===== config.mk =====
export PLATFORM = sky130hd
export DESIGN_NAME = id_stage
export DESIGN_NICKNAME = d
export VERILOG_FILES = /design/src/hdl/isa_pkg.sv /design/src/hdl/pipe_pkg.sv /design/src/hdl/inst_decoder.sv /design/src/hdl/regfile.sv /design/src/hdl/operand_forward.sv /design/src/hdl/id_stage.sv
export SDC_FILE = /design/constraint.sdc
export NUM_CORES = 2
export LEC_CHECK = 0
export ABC_CLOCK_PERIOD_IN_PS = 5500
export BUFFER_PORTS_ARGS = -buffer_cell sky130_fd_sc_hd__buf_2
export CAP_MARGIN = 25
export CORE_UTILIZATION = 30
export CTS_CLUSTER_DIAMETER = 100
export CTS_CLUSTER_SIZE = 40
export DETAILED_ROUTE_END_ITERATION = 12
export PLACE_DENSITY_LB_ADDON = 0.3
export SYNTH_ARGS = -nofsm -noshare
export SYNTH_HDL_FRONTEND = slang
export SYNTH_SLANG_ARGS = --single-unit

===== constraint.sdc =====
create_clock -name clk -period 5.5 [get_ports clk]
set_input_delay 0.275 -clock clk [delete_from_list [all_inputs] [get_ports clk]]
set_output_delay 0.275 -clock clk [all_outputs]
set_load 0.005 [all_outputs]

===== src/hdl/isa_pkg.sv =====
`default_nettype none

package isa_pkg;

    localparam int XLEN   = 32;
    localparam int REG_AW = 5;

    // primary opcodes of the decoded subset
    typedef enum logic [5:0] {
        OP_SPECIAL = 6'h00,  // decode continues on funct
        OP_J       = 6'h02,
        OP_JAL     = 6'h03,
        OP_BEQ     = 6'h04,
        OP_BNE     = 6'h05,
        OP_ADDI    = 6'h08,
        OP_ADDIU   = 6'h09,
        OP_SLTI    = 6'h0a,
        OP_SLTIU   = 6'h0b,
        OP_ANDI    = 6'h0c,
        OP_ORI     = 6'h0d,
        OP_XORI    = 6'h0e,
        OP_LUI     = 6'h0f,
        OP_LW      = 6'h23,
        OP_SW      = 6'h2b
    } opcode_t;

    typedef enum logic [5:0] {
        F_SLL     = 6'h00,
        F_SRL     = 6'h02,
        F_SRA     = 6'h03,
        F_SLLV    = 6'h04,
        F_SRLV    = 6'h06,
        F_SRAV    = 6'h07,
        F_JR      = 6'h08,
        F_JALR    = 6'h09,
        F_SYSCALL = 6'h0c,
        F_BREAK   = 6'h0d,
        F_ADD     = 6'h20,
        F_ADDU    = 6'h21,
        F_SUB     = 6'h22,
        F_SUBU    = 6'h23,
        F_AND     = 6'h24,
        F_OR      = 6'h25,
        F_XOR     = 6'h26,
        F_NOR     = 6'h27,
        F_SLT     = 6'h2a,
        F_SLTU    = 6'h2b
    } funct_t;

    typedef enum logic [3:0] {
        ALU_ADD, ALU_SUB, ALU_SLT, ALU_SLTU, ALU_AND, ALU_OR, ALU_XOR,
        ALU_NOR, ALU_SLL, ALU_SRL, ALU_SRA, ALU_LUI, ALU_NONE
    } alu_op_t;

    typedef enum logic [2:0] {
        BR_NONE, BR_BEQ, BR_BNE, BR_J, BR_JAL, BR_JR, BR_JALR
    } br_kind_t;

    typedef enum logic [1:0] {SRC1_RS, SRC1_SA, SRC1_PC} src1_sel_t;
    typedef enum logic [1:0] {SRC2_RT, SRC2_IMM, SRC2_8} src2_sel_t;

    // cp0 cause codes seen by decode
    typedef enum logic [4:0] {
        EXC_NONE = 5'd0,
        EXC_TLBL = 5'd2,   // from fetch
        EXC_ADEL = 5'd4,   // from fetch
        EXC_SYS  = 5'd8,
        EXC_BP   = 5'd9,
        EXC_RI   = 5'd10
    } exc_code_t;

endpackage

`default_nettype wire


===== src/hdl/pipe_pkg.sv =====
`default_nettype none

package pipe_pkg;

    // fetch to decode, 71 bits
    typedef struct packed {
        logic [isa_pkg::XLEN-1:0] pc;
        logic [isa_pkg::XLEN-1:0] inst;
        logic                     bd;        // in a delay slot
        logic                     ex;
        isa_pkg::exc_code_t       exc_code;
    } fetch_bus_t;

    // register write from wb, 38 bits
    typedef struct packed {
        logic                       we;
        logic [isa_pkg::REG_AW-1:0] addr;
        logic [isa_pkg::XLEN-1:0]   data;
    } wb_bus_t;

    // one later stage as a forwarding source
    typedef struct packed {
        logic [isa_pkg::REG_AW-1:0] dest;    // 0 when nothing is written
        logic                       is_load; // result not ready yet
        logic [isa_pkg::XLEN-1:0]   result;
    } fwd_src_t;

    typedef struct packed {
        isa_pkg::alu_op_t           alu_op;
        isa_pkg::br_kind_t          br_kind;
        isa_pkg::src1_sel_t         src1_sel;
        isa_pkg::src2_sel_t         src2_sel;
        logic                       gr_we;
        logic                       mem_we;
        logic                       load_op;
        logic                       overflow_chk;  // add, addi, sub
        logic [isa_pkg::REG_AW-1:0] dest;
        logic [isa_pkg::XLEN-1:0]   imm_value;
        logic [isa_pkg::XLEN-1:0]   br_target;
        logic                       uses_rs;
        logic                       uses_rt;
        logic                       defined;
        logic                       is_syscall;
        logic                       is_break;
    } ctrl_t;

    // decode to execute, 187 bits
    typedef struct packed {
        logic [isa_pkg::XLEN-1:0]   pc;
        logic                       bd;
        logic                       ex;
        isa_pkg::exc_code_t         exc_code;
        isa_pkg::alu_op_t           alu_op;
        isa_pkg::br_kind_t          br_kind;
        isa_pkg::src1_sel_t         src1_sel;
        isa_pkg::src2_sel_t         src2_sel;
        logic                       gr_we;
        logic                       mem_we;
        logic                       load_op;
        logic                       overflow_chk;
        logic [isa_pkg::REG_AW-1:0] dest;
        logic [isa_pkg::XLEN-1:0]   rs_value;
        logic [isa_pkg::XLEN-1:0]   rt_value;
        logic [isa_pkg::XLEN-1:0]   imm_value;
        logic [isa_pkg::XLEN-1:0]   br_target;
    } decode_bus_t;

endpackage

`default_nettype wire


===== src/hdl/inst_decoder.sv =====
`timescale 1ns/1ps
`default_nettype none

module inst_decoder (
    input  wire logic [isa_pkg::XLEN-1:0] inst,
    input  wire logic [isa_pkg::XLEN-1:0] pc,
    output pipe_pkg::ctrl_t               ctrl
);

    isa_pkg::opcode_t           op;
    isa_pkg::funct_t            fn;
    logic [isa_pkg::REG_AW-1:0] rs;
    logic [isa_pkg::REG_AW-1:0] rt;
    logic [isa_pkg::REG_AW-1:0] rd;
    logic [isa_pkg::REG_AW-1:0] sa;
    logic [isa_pkg::XLEN-1:0]   imm_sext;
    logic [isa_pkg::XLEN-1:0]   pc_plus4;

    assign op       = isa_pkg::opcode_t'(inst[31:26]);
    assign fn       = isa_pkg::funct_t'(inst[5:0]);
    assign rs       = inst[25:21];
    assign rt       = inst[20:16];
    assign rd       = inst[15:11];
    assign sa       = inst[10:6];
    assign imm_sext = {{16{inst[15]}}, inst[15:0]};
    assign pc_plus4 = pc + 32'd4;

    // alu operation of a SPECIAL function code
    function automatic isa_pkg::alu_op_t funct_alu(input isa_pkg::funct_t f);
        case (f)
            isa_pkg::F_ADD, isa_pkg::F_ADDU:  return isa_pkg::ALU_ADD;
            isa_pkg::F_SUB, isa_pkg::F_SUBU:  return isa_pkg::ALU_SUB;
            isa_pkg::F_SLT:                   return isa_pkg::ALU_SLT;
            isa_pkg::F_SLTU:                  return isa_pkg::ALU_SLTU;
            isa_pkg::F_AND:                   return isa_pkg::ALU_AND;
            isa_pkg::F_OR:                    return isa_pkg::ALU_OR;
            isa_pkg::F_XOR:                   return isa_pkg::ALU_XOR;
            isa_pkg::F_NOR:                   return isa_pkg::ALU_NOR;
            isa_pkg::F_SLL, isa_pkg::F_SLLV:  return isa_pkg::ALU_SLL;
            isa_pkg::F_SRL, isa_pkg::F_SRLV:  return isa_pkg::ALU_SRL;
            isa_pkg::F_SRA, isa_pkg::F_SRAV:  return isa_pkg::ALU_SRA;
            default:                          return isa_pkg::ALU_NONE;
        endcase
    endfunction

    always_comb begin
        ctrl           = '0;
        ctrl.alu_op    = isa_pkg::ALU_NONE;
        ctrl.br_kind   = isa_pkg::BR_NONE;
        ctrl.src1_sel  = isa_pkg::SRC1_RS;
        ctrl.src2_sel  = isa_pkg::SRC2_RT;
        ctrl.imm_value = imm_sext;
        ctrl.defined   = 1'b1;
        case (op)
            isa_pkg::OP_SPECIAL: begin
                case (fn)
                    isa_pkg::F_SLL, isa_pkg::F_SRL, isa_pkg::F_SRA: begin
                        ctrl.defined   = (rs == '0);
                        ctrl.alu_op    = funct_alu(fn);
                        ctrl.src1_sel  = isa_pkg::SRC1_SA;
                        ctrl.imm_value = {27'b0, sa};  // shift amount rides in imm
                        ctrl.gr_we     = 1'b1;
                        ctrl.dest      = rd;
                        ctrl.uses_rt   = 1'b1;
                    end
                    isa_pkg::F_JR: begin
                        ctrl.defined = (rt == '0) && (rd == '0) && (sa == '0);
                        ctrl.br_kind = isa_pkg::BR_JR;
                        ctrl.uses_rs = 1'b1;
                    end
                    isa_pkg::F_JALR: begin
                        ctrl.defined  = (rt == '0) && (sa == '0);
                        ctrl.br_kind  = isa_pkg::BR_JALR;
                        ctrl.alu_op   = isa_pkg::ALU_ADD;   // link = pc + 8
                        ctrl.src1_sel = isa_pkg::SRC1_PC;
                        ctrl.src2_sel = isa_pkg::SRC2_8;
                        ctrl.gr_we    = 1'b1;
                        ctrl.dest     = rd;
                        ctrl.uses_rs  = 1'b1;
                    end
                    isa_pkg::F_SYSCALL: ctrl.is_syscall = 1'b1;
                    isa_pkg::F_BREAK:   ctrl.is_break   = 1'b1;
                    default: begin
                        // register-register alu ops, sa must be zero
                        ctrl.defined      = (funct_alu(fn) != isa_pkg::ALU_NONE) && (sa == '0);
                        ctrl.alu_op       = funct_alu(fn);
                        ctrl.overflow_chk = (fn == isa_pkg::F_ADD) || (fn == isa_pkg::F_SUB);
                        ctrl.gr_we        = 1'b1;
                        ctrl.dest         = rd;
                        ctrl.uses_rs      = 1'b1;
                        ctrl.uses_rt      = 1'b1;
                    end
                endcase
            end
            isa_pkg::OP_ADDI, isa_pkg::OP_ADDIU, isa_pkg::OP_SLTI, isa_pkg::OP_SLTIU,
            isa_pkg::OP_ANDI, isa_pkg::OP_ORI, isa_pkg::OP_XORI, isa_pkg::OP_LUI: begin
                ctrl.src2_sel = isa_pkg::SRC2_IMM;
                ctrl.gr_we    = 1'b1;
                ctrl.dest     = rt;
                ctrl.uses_rs  = (op != isa_pkg::OP_LUI);
                case (op)
                    isa_pkg::OP_SLTI:  ctrl.alu_op = isa_pkg::ALU_SLT;
                    isa_pkg::OP_SLTIU: ctrl.alu_op = isa_pkg::ALU_SLTU;
                    isa_pkg::OP_ANDI:  ctrl.alu_op = isa_pkg::ALU_AND;
                    isa_pkg::OP_ORI:   ctrl.alu_op = isa_pkg::ALU_OR;
                    isa_pkg::OP_XORI:  ctrl.alu_op = isa_pkg::ALU_XOR;
                    isa_pkg::OP_LUI:   ctrl.alu_op = isa_pkg::ALU_LUI;
                    default:           ctrl.alu_op = isa_pkg::ALU_ADD;
                endcase
                ctrl.overflow_chk = (op == isa_pkg::OP_ADDI);
                if (op inside {isa_pkg::OP_ANDI, isa_pkg::OP_ORI, isa_pkg::OP_XORI,
                               isa_pkg::OP_LUI}) begin
                    ctrl.imm_value = {16'b0, inst[15:0]};  // lui shifted up in exe
                end
            end
            isa_pkg::OP_LW, isa_pkg::OP_SW: begin
                ctrl.alu_op   = isa_pkg::ALU_ADD;   // address = rs + offset
                ctrl.src2_sel = isa_pkg::SRC2_IMM;
                ctrl.uses_rs  = 1'b1;
                ctrl.load_op  = (op == isa_pkg::OP_LW);
                ctrl.gr_we    = (op == isa_pkg::OP_LW);
                ctrl.mem_we   = (op == isa_pkg::OP_SW);
                ctrl.uses_rt  = (op == isa_pkg::OP_SW);
                ctrl.dest     = (op == isa_pkg::OP_LW) ? rt : '0;
            end
            isa_pkg::OP_BEQ, isa_pkg::OP_BNE: begin
                ctrl.br_kind   = (op == isa_pkg::OP_BEQ) ? isa_pkg::BR_BEQ : isa_pkg::BR_BNE;
                ctrl.br_target = pc_plus4 + {imm_sext[29:0], 2'b00};
                ctrl.uses_rs   = 1'b1;
                ctrl.uses_rt   = 1'b1;
            end
            isa_pkg::OP_J, isa_pkg::OP_JAL: begin
                ctrl.br_target = {pc_plus4[31:28], inst[25:0], 2'b00};
                ctrl.br_kind   = (op == isa_pkg::OP_J) ? isa_pkg::BR_J : isa_pkg::BR_JAL;
                if (op == isa_pkg::OP_JAL) begin
                    ctrl.alu_op   = isa_pkg::ALU_ADD;
                    ctrl.src1_sel = isa_pkg::SRC1_PC;
                    ctrl.src2_sel = isa_pkg::SRC2_8;
                    ctrl.gr_we    = 1'b1;
                    ctrl.dest     = 5'd31;
                end
            end
            default: ctrl.defined = 1'b0;  // raises RI
        endcase
    end

endmodule

`default_nettype wire


===== src/hdl/regfile.sv =====
`timescale 1ns/1ps
`default_nettype none

module regfile (
    input  wire logic                       clk,
    input  wire logic                       reset,
    input  wire logic [isa_pkg::REG_AW-1:0] raddr1,
    input  wire logic [isa_pkg::REG_AW-1:0] raddr2,
    input  wire pipe_pkg::wb_bus_t          wr,
    output logic [isa_pkg::XLEN-1:0]        rdata1,
    output logic [isa_pkg::XLEN-1:0]        rdata2
);

    logic [isa_pkg::XLEN-1:0] regs [32];

    always_ff @(posedge clk) begin
        if (reset) begin
            for (int i = 0; i < 32; i++) begin
                regs[i] <= '0;
            end
        end else if (wr.we && wr.addr != '0) begin  // r0 is hardwired
            regs[wr.addr] <= wr.data;
        end
    end

    // asynchronous reads, same-cycle write covered by wb forwarding
    assign rdata1 = (raddr1 == '0) ? '0 : regs[raddr1];
    assign rdata2 = (raddr2 == '0) ? '0 : regs[raddr2];

    a_r0_zero: assert property (@(posedge clk) disable iff (reset) regs[0] == '0);

endmodule

`default_nettype wire


===== src/hdl/operand_forward.sv =====
`timescale 1ns/1ps
`default_nettype none

module operand_forward #(
    parameter int FWD_STAGES = 3
) (
    input  wire logic                                valid,
    input  wire logic [isa_pkg::REG_AW-1:0]          rs,
    input  wire logic [isa_pkg::REG_AW-1:0]          rt,
    input  wire logic                                uses_rs,
    input  wire logic                                uses_rt,
    input  wire logic [isa_pkg::XLEN-1:0]            rf_rs,
    input  wire logic [isa_pkg::XLEN-1:0]            rf_rt,
    input  wire pipe_pkg::fwd_src_t [FWD_STAGES-1:0] fwd,
    output logic [isa_pkg::XLEN-1:0]                 rs_value,
    output logic [isa_pkg::XLEN-1:0]                 rt_value,
    output logic                                     stall
);

    typedef struct packed {
        logic                     hit;
        logic                     load;
        logic [isa_pkg::XLEN-1:0] value;
    } pick_t;

    pick_t rs_pick;
    pick_t rt_pick;
    logic  any_match;

    // nearest matching stage wins, so walk from the farthest one down
    function automatic pick_t pick(input logic [isa_pkg::REG_AW-1:0]          r,
                                   input logic                                used,
                                   input logic [isa_pkg::XLEN-1:0]            rf_data,
                                   input pipe_pkg::fwd_src_t [FWD_STAGES-1:0] src);
        pick_t p;
        p = '{hit: 1'b0, load: 1'b0, value: rf_data};
        for (int i = FWD_STAGES - 1; i >= 0; i--) begin
            if (used && r != '0 && src[i].dest == r) begin
                p = '{hit: 1'b1, load: src[i].is_load, value: src[i].result};
            end
        end
        return p;
    endfunction

    assign rs_pick  = pick(rs, uses_rs, rf_rs, fwd);
    assign rt_pick  = pick(rt, uses_rt, rf_rt, fwd);
    assign rs_value = rs_pick.value;
    assign rt_value = rt_pick.value;
    assign stall    = valid && ((rs_pick.hit && rs_pick.load) || (rt_pick.hit && rt_pick.load));

    // raw match of any writing stage against either source
    always_comb begin
        any_match = 1'b0;
        for (int i = 0; i < FWD_STAGES; i++) begin
            if (fwd[i].dest != '0 && (fwd[i].dest == rs || fwd[i].dest == rt)) begin
                any_match = 1'b1;
            end
        end
    end

    always_comb begin
        a_stall_has_source: assert final (!stall || any_match);
    end

endmodule

`default_nettype wire


===== src/hdl/id_stage.sv =====
`timescale 1ns/1ps
`default_nettype none

module id_stage #(
    parameter int FWD_STAGES = 3
) (
    input  wire logic                                clk,
    input  wire logic                                reset,
    input  wire logic                                flush,
    input  wire logic                                fs_to_ds_valid,
    input  wire pipe_pkg::fetch_bus_t                fs_to_ds_bus,
    output logic                                     ds_allowin,
    input  wire logic                                es_allowin,
    output logic                                     ds_to_es_valid,
    output pipe_pkg::decode_bus_t                    ds_to_es_bus,
    input  wire pipe_pkg::wb_bus_t                   ws_to_rf_bus,
    input  wire pipe_pkg::fwd_src_t [FWD_STAGES-1:0] fwd,
    output logic                                     is_branch
);

    logic                       ds_valid;
    pipe_pkg::fetch_bus_t       fs_r;       // instruction held in decode
    pipe_pkg::ctrl_t            ctrl;
    logic [isa_pkg::REG_AW-1:0] rs;
    logic [isa_pkg::REG_AW-1:0] rt;
    logic [isa_pkg::XLEN-1:0]   rf_rs;
    logic [isa_pkg::XLEN-1:0]   rf_rt;
    logic [isa_pkg::XLEN-1:0]   rs_value;
    logic [isa_pkg::XLEN-1:0]   rt_value;
    logic                       stall;

    assign rs = fs_r.inst[25:21];
    assign rt = fs_r.inst[20:16];

    assign ds_allowin     = !ds_valid || (!stall && es_allowin);
    assign ds_to_es_valid = ds_valid && !stall;

    always_ff @(posedge clk) begin
        if (reset || flush) begin
            ds_valid <= 1'b0;
        end else if (ds_allowin) begin
            ds_valid <= fs_to_ds_valid;
        end
    end

    always_ff @(posedge clk) begin
        if (fs_to_ds_valid && ds_allowin) begin
            fs_r <= fs_to_ds_bus;
        end
    end

    inst_decoder i_inst_decoder (
        .inst (fs_r.inst),
        .pc   (fs_r.pc),
        .ctrl (ctrl)
    );

    regfile i_regfile (
        .clk    (clk),
        .reset  (reset),
        .raddr1 (rs),
        .raddr2 (rt),
        .wr     (ws_to_rf_bus),
        .rdata1 (rf_rs),
        .rdata2 (rf_rt)
    );

    operand_forward #(
        .FWD_STAGES (FWD_STAGES)
    ) i_operand_forward (
        .valid    (ds_valid),
        .rs       (rs),
        .rt       (rt),
        .uses_rs  (ctrl.uses_rs),
        .uses_rt  (ctrl.uses_rt),
        .rf_rs    (rf_rs),
        .rf_rt    (rf_rt),
        .fwd      (fwd),
        .rs_value (rs_value),
        .rt_value (rt_value),
        .stall    (stall)
    );

    assign is_branch = ds_valid && (ctrl.br_kind != isa_pkg::BR_NONE);

    always_comb begin
        ds_to_es_bus              = '0;
        ds_to_es_bus.pc           = fs_r.pc;
        ds_to_es_bus.bd           = fs_r.bd;
        ds_to_es_bus.ex           = fs_r.ex || !ctrl.defined || ctrl.is_syscall
                                    || ctrl.is_break;
        // fetch fault keeps its own code
        ds_to_es_bus.exc_code     = fs_r.ex         ? fs_r.exc_code    :
                                    !ctrl.defined   ? isa_pkg::EXC_RI  :
                                    ctrl.is_syscall ? isa_pkg::EXC_SYS :
                                    ctrl.is_break   ? isa_pkg::EXC_BP  : isa_pkg::EXC_NONE;
        ds_to_es_bus.alu_op       = ctrl.alu_op;
        ds_to_es_bus.br_kind      = ctrl.br_kind;
        ds_to_es_bus.src1_sel     = ctrl.src1_sel;
        ds_to_es_bus.src2_sel     = ctrl.src2_sel;
        ds_to_es_bus.gr_we        = ctrl.gr_we;
        ds_to_es_bus.mem_we       = ctrl.mem_we;
        ds_to_es_bus.load_op      = ctrl.load_op;
        ds_to_es_bus.overflow_chk = ctrl.overflow_chk;
        ds_to_es_bus.dest         = ctrl.dest;
        ds_to_es_bus.rs_value     = rs_value;
        ds_to_es_bus.rt_value     = rt_value;
        ds_to_es_bus.imm_value    = ctrl.imm_value;
        ds_to_es_bus.br_target    = ctrl.br_target;
    end

    a_valid_out: assert property (@(posedge clk) disable iff (reset)
        ds_to_es_valid |-> ds_valid);

    // held instruction survives back-pressure and stalls
    a_hold: assert property (@(posedge clk) disable iff (reset)
        (ds_valid && !ds_allowin) |=> $stable(fs_r));

endmodule

`default_nettype wire


Yosys cells after proc, flatten, opt, wreduce, memory -nomap -nowiden:

Memory sizes are Yosys's and may differ from the RTL's. A register that Yosys moved wholly into a read port is not among the register bits.
Cells that the tools add are included.

* flip-flop bits (word level): 72
* bits in writable memories: 1024
* memory bits (read-only): 768
* input port bits: 228
* output and inout bits: 190
* logic and storage cells: 157
* memories: 4

Memory list
* i_regfile.regs: words 32, width 32, read ports 2, clocked after Yosys merged registers in 2, write ports 32, RTL line regfile.sv:14 `logic [isa_pkg::XLEN-1:0] regs [32];`
* (name not given): words 64, width 4, read ports 1, clocked after Yosys merged registers in 1, write ports 0, RTL line inst_decoder.sv:30 `case (f)`
* (name not given): words 64, width 4, read ports 1, clocked after Yosys merged registers in 1, write ports 0, RTL line inst_decoder.sv:30
* (name not given): words 64, width 4, read ports 1, clocked after Yosys merged registers in 1, write ports 0, RTL line inst_decoder.sv:30

* add/subtract/negate cells: 2
* eq/ne operators: 30
* multiplexer cells: 61
* reduce and logical (&&, ||, !) cells: 54

Operators by type and width (number)
* 34-bit 2-to-1 mux: 6
* 32-bit 2-to-1 mux: 5
* 32-bit one-hot mux with 2 select lines: 2
* 6-bit by 4-bit == test with 1-bit output (second input constant): 12
* 5-bit 2-to-1 mux: 8
* 32-bit by 3-bit adder with 32-bit output (second input constant): 1
* 32-bit adder: 1
* 32-bit OR reduction: 1
* 5-bit == test: 6
* 6-bit by 2-bit == test with 1-bit output (second input constant): 4
* 6-bit == test (second input constant): 4
* 4-bit 2-to-1 mux: 6
* 4-bit one-hot mux with 6 select lines: 1
* 1-bit logical AND: 20
* 5-bit zero test: 4
* 5-bit one-hot mux with 4 select lines: 1
* 6-bit 2-to-1 mux: 3
* 4-bit one-hot mux with 4 select lines: 1
* 5-bit nonzero test: 3
* 14-bit OR reduction: 1
* 6-bit by 3-bit == test with 1-bit output (second input constant): 2
* 6-bit zero test: 2
* 1-bit 2-to-1 mux: 12
* 3-bit one-hot mux with 4 select lines: 1
* other kinds (21): 40

Longest topological paths before layout:

* word-level depth: 17
* gate-level depth with buffers: 16

By module:

A second synthesis with hierarchy kept.

* cell total of the unflattened synthesis: 4554
* area total of the unflattened synthesis: 62497.4 µm²

Modules (own cells, without submodules)
* regfile: instances 1, cells an instance 3502, area each 54253.3 µm², seq. area each 30749.5 µm²
* inst_decoder: instances 1, cells an instance 510, area each 3304.4 µm², seq. area each 0.0 µm²
* id_stage: instances 1, cells an instance 123, area each 2519.9 µm², seq. area each 2152.1 µm²
* operand_forward: instances 1, cells an instance 419, area each 2419.8 µm², seq. area each 0.0 µm²

Worst setup path before layout:

OpenSTA, ideal clock, no wires.

* path type: register to register
* start point: register fs_r[11] (netlist bit)
* end point: register fs_r, in the netlist ds_to_es_bus[154], enable pin
* setup time: 0.425 ns
* data arrival time: 3.789 ns
* required time: 5.075 ns
* slack: 1.286 ns
* stages on the path, launching flop included: 12
* clock period less this slack: 4.214 ns
* cell sequence: edfxtp_1 > clkbuf_1 > nor4b_1 > buf_2 > nor3_1 > o31ai_1 > or2_2 > and2_4 > o2111ai_2 > a21o_4 > buf_12 > inv_1

* cells in the longest elaborated chain, start to end: 16
* elaborated cells between the ends (all ways): 35
* those cells by class: 6 x eq/ne; 10 x mux; 19 x reduce/logical

RTL lines
* start: declaration: RTL line id_stage.sv:22 `pipe_pkg::fetch_bus_t fs_r;`
* start signal: assignment: RTL line id_stage.sv:48 `fs_r <= fs_to_ds_bus;`
* 6-bit by 2-bit == test with 1-bit output, or another cell as far along: RTL line inst_decoder.sv:56 `case (fn)`
* 5-bit OR reduction (no source line) / 4-bit OR reduction (equally long branches)
* 1-bit 2-to-1 mux: RTL line inst_decoder.sv:56
* 1-bit one-hot mux with 3 select lines: RTL line inst_decoder.sv:54 `case (op)`
* 1-bit logical AND (2 in a row): RTL line operand_forward.sv:38 `if (used && r != '0 && src[i].dest == r) begin`
* 34-bit 2-to-1 mux (3 in a row): RTL line operand_forward.sv:38
* 1-bit logical AND: RTL line operand_forward.sv:49 `assign stall = valid && ((rs_pick.hit && rs_pick.load) || (rt_pick.hit && rt_pick.load));`
* 1-bit logical OR *: RTL line operand_forward.sv:49
* 1-bit logical AND *: RTL line operand_forward.sv:49
* 1-bit zero test *: RTL line id_stage.sv:35 `assign ds_allowin = !ds_valid || (!stall && es_allowin);`
* 1-bit logical AND *: RTL line id_stage.sv:35
* 1-bit logical OR *: RTL line id_stage.sv:35
* 1-bit logical AND *: RTL line id_stage.sv:47 `if (fs_to_ds_valid && ds_allowin) begin`

Mark *: on every way between the ends. The rest lies on a longest branch, timed or not.
A chain may end at the register's enable or synchronous reset.

==> flow_metrics.env <==
export IMPL_ant_nets=0
export IMPL_drt_iter0_drc=5643
export IMPL_path_class="reg -> out"
export IMPL_grt_max_degree=65
export IMPL_netSwitchingFraction_pct=29.6
export IMPL_vias=40245
export IMPL_dieWidth_um=457
export IMPL_antenna_found_initial=46
export IMPL_synth_mux_area_share_pct=24.7
export IMPL_ys_types=76
export IMPL_avgSynthCellArea_um2=14.8
export IMPL_finalInstanceArea_um2=70300
export IMPL_root_buffer="clkbuf_16"
export IMPL_hpwl_um=148000
export IMPL_fp_row_count=166
export IMPL_clockBufferDepth=3
export IMPL_drc_errors=0
export IMPL_rsz0062_at_grt="no"
export IMPL_endpoint_kind="output port"
export IMPL_synth_top_area_share_pct=52.9
export IMPL_combinationalPowerShare_pct=19.7
export IMPL_status="finished, final reports clean"
export IMPL_synthArstFlopShare_pct=0
export IMPL_synth_fa_ha_area_share_pct=0.636
export IMPL_drv_slew=0
export IMPL_worst_slew_pin_slew_ns=1.12
export IMPL_synth_xor_area_share_pct=1.07
export IMPL_num_nets_final=4713
export IMPL_synthSimpleGateAreaFrac_pct=13.4
export IMPL_yosys_top_cells_area="edfxtp_1 53%, mux4_2 23%, and2_1 10%"
export IMPL_synth_top_flop_cell="edfxtp_1"
export IMPL_pwr_share_clk_pct=27.3
export IMPL_synthTopCellsByCount="1095 x edfxtp_1, 1010 x and2_1, 640 x mux4_2, 352 x clkbuf_1, 146 x nor2_1"
export IMPL_period_minus_slack_ns=5.22
export IMPL_synthCells=4199
export IMPL_cp_required_ns=5.22
export IMPL_setup_viol=0
export IMPL_wl_um=236000
export IMPL_netlist_area_um2=62200
export IMPL_cts_sinks=1110
export IMPL_dieArea_um2=209000
export IMPL_gp_congestion=0.880
export IMPL_ys_ff_latch=1110
export IMPL_synth_top_family_by_area="multiplexers"
export IMPL_maxCapViolCount=0
export IMPL_tritoncts="built"
export IMPL_leakagePower_nw=24.1
export IMPL_grt_util_all_layers_pct=22.2
export IMPL_io_pins=418
export IMPL_max_freq_ghz=0.191
export IMPL_portBuffers=417
export IMPL_core_um2=205000
export IMPL_hold_class="in -> reg"
export IMPL_fin_skew_ns=0.0448
export IMPL_p_switching_w=0.00567
export IMPL_drive_above_1_share_pct=32.1
export IMPL_initial_utilization_pct=30.3
export IMPL_areaGrowthSynthToFinish_pct=13.1
export IMPL_finalCritPeriodShare_pct=95.0
export IMPL_yosysWarnings=0
export IMPL_cellPowerDensity_nw_per_um2=272
export IMPL_total_power_w=0.0191
export IMPL_crit_fanout=6
export IMPL_ir_drop_v=0.000268
export IMPL_ys_seq_area_share_pct=53.4
export IMPL_setup_tns_ns=0
export IMPL_post_route_util_pct=34.3
export IMPL_dieHeight_um=457
export IMPL_netlist_top_cell_by_area="edfxtp_1"
export IMPL_drt_vias_per_instance=5.59
export IMPL_synth_compound_gate_area_share_pct=3.60
export IMPL_place_area_um2=67600
export IMPL_path_clk_slew_ns=0.15
export IMPL_wire_per_inst_um=32.8
export IMPL_grt_pass1_vias=39822
export IMPL_clk_latency_ns=0.71
export IMPL_grt_pass1_wl_um=325000
export IMPL_power_frac_seq_pct=53.0
export IMPL_grt_ovfl_total=0
export IMPL_htree_levels=2
export IMPL_worstPathArrival_ns=4.95
export IMPL_synth_edf_count=1095
export IMPL_yosysMostFrequentCell="edfxtp_1"
export IMPL_cts_inserted_buffers=48
export IMPL_drt_pre_antenna_iters=8
export IMPL_start_kind="register"
export IMPL_timing_hold_violations_final=0
export IMPL_power_internal_w=0.0134
export IMPL_relSlewSlack_pct=25.2
==> through the flow <==
step                hold slack [ns]  cells  setup WS [ns]
floorplan                     0.353   4230           1.29
finish                       0.0915   7196          0.276
global placement              0.454   7007           1.00
CTS                          0.0421   7175          0.122
global route                 0.0911   7183         0.0905
detailed placement            0.453   7015          0.960
==> path summary, 6_finish.rpt <==
check	cells after the start	end	slack (ns)	startpoint
worst max-delay path	15	ds_to_es_bus[30]	0.28	ds_to_es_bus[157]
worst min-delay path	2	i_regfile.regs[3][17]	0.09	ws_to_rf_bus[17]
worst max register to register	9	fs_r[16]	1.57	fs_r[35]
worst min register to register	1	register	0.74	fs_r[30]
==> registers in the layout, summed over array words and instances (netlist names), named ones only <==
name,cells
ds_to_es_bus,33
ds_valid,1
fs_r,38
i_regfile.regs,1024
==> critical path, cell delays in order (launching register included) <==
cell       delay [ns]
edfxtp_1         0.47
ha_1             0.23
and3_1           0.30
and3_1           0.28
nand3_1          0.11
xnor2_1          0.14
ha_1             0.39
and3_1           0.23
nand3b_1         0.09
a211oi_1         0.37
o211ai_1         0.20
a31o_2           0.29
a2111oi_0        0.57
nor3_1           0.09
o31ai_1          0.29
buf_2            0.19
==> power groups by stage <==
stage	Clock (W)	Sequential, W	Combinational, W
floorplan	0	0.0101	0.00242
global placement	0	0.0103	0.00370
finish	0.00523	0.0101	0.00376
CTS	0.00532	0.0101	0.00378
detailed placement	0	0.0103	0.00372
global route	0.00553	0.0102	0.00394
==> cell type report <==
type | instances | area (um^2)
Sequential cell | 1110 | 33200
Inverter | 23 | 86.3
Antenna cell | 18 | 45.0
Clock buffer | 49 | 1230
Tap cell | 2688 | 3360
Timing Repair Buffer | 635 | 4300
Multi-Input combinational cell | 2636 | 27400
Fill cell | 19575 | 135000
Clock inverter | 37 | 681
==> logic make-up (layout without fill, tap and decap cells) <==
logic type	count (synthesis)	in the layout
DFF	1110	1110
xor gates and xnor gates	76	76
muxes	724	724
AOI/OAI and AO/OA	347	347
adders and majority gates	31	31
and+or+nand+nor	1426	1426
buffers and inverters	484	744
other	1	50
==> layer usage <==
layer / track usage (%) / vias to the layer above / wire length (um)
li1: - / 16547 / -
met1: 28.4 / 21138 / 90800
met2: 36.6 / 2204 / 113000
met3: 4.36 / 346 / 21600
met4: 9.10 / 10 / 10600
met5: 0 / - / 68
==> timing repair <==
| action | 4_1_cts | 5_1_grt |
|---|---|---|
| hold buffers | 74 | 0 |
| setup endpoints to repair | 0 | 2 |
| resized for setup | 0 | 2 |
| hold endpoints to repair | 90 | 0 |
| buffers inserted | 0 | 0 |
==> layout by cell type, fill, tap and decap left out, types with 17 or more instances in the layout <==
cell type	n
nand3_1	24
diode_2	18
a31oi_1	20
ha_1	30
mux4_2	640
nand2_1	97
buf_4	115
buf_12	27
mux2_2	42
mux2i_1	34
xor2_1	36
conb_1	32
dlygate4sd3_1	74
xnor2_1	40
inv_1	22
a21oi_1	99
edfxtp_1	1095
a22oi_1	23
and2_1	1009
nor3_1	26
nor2_1	112
a211o_1	17
or2_2	39
nor2_4	36
a222oi_1	17
clkbuf_16	49
o21ai_0	88
buf_2	416
(Power assumes the default switching activity.)
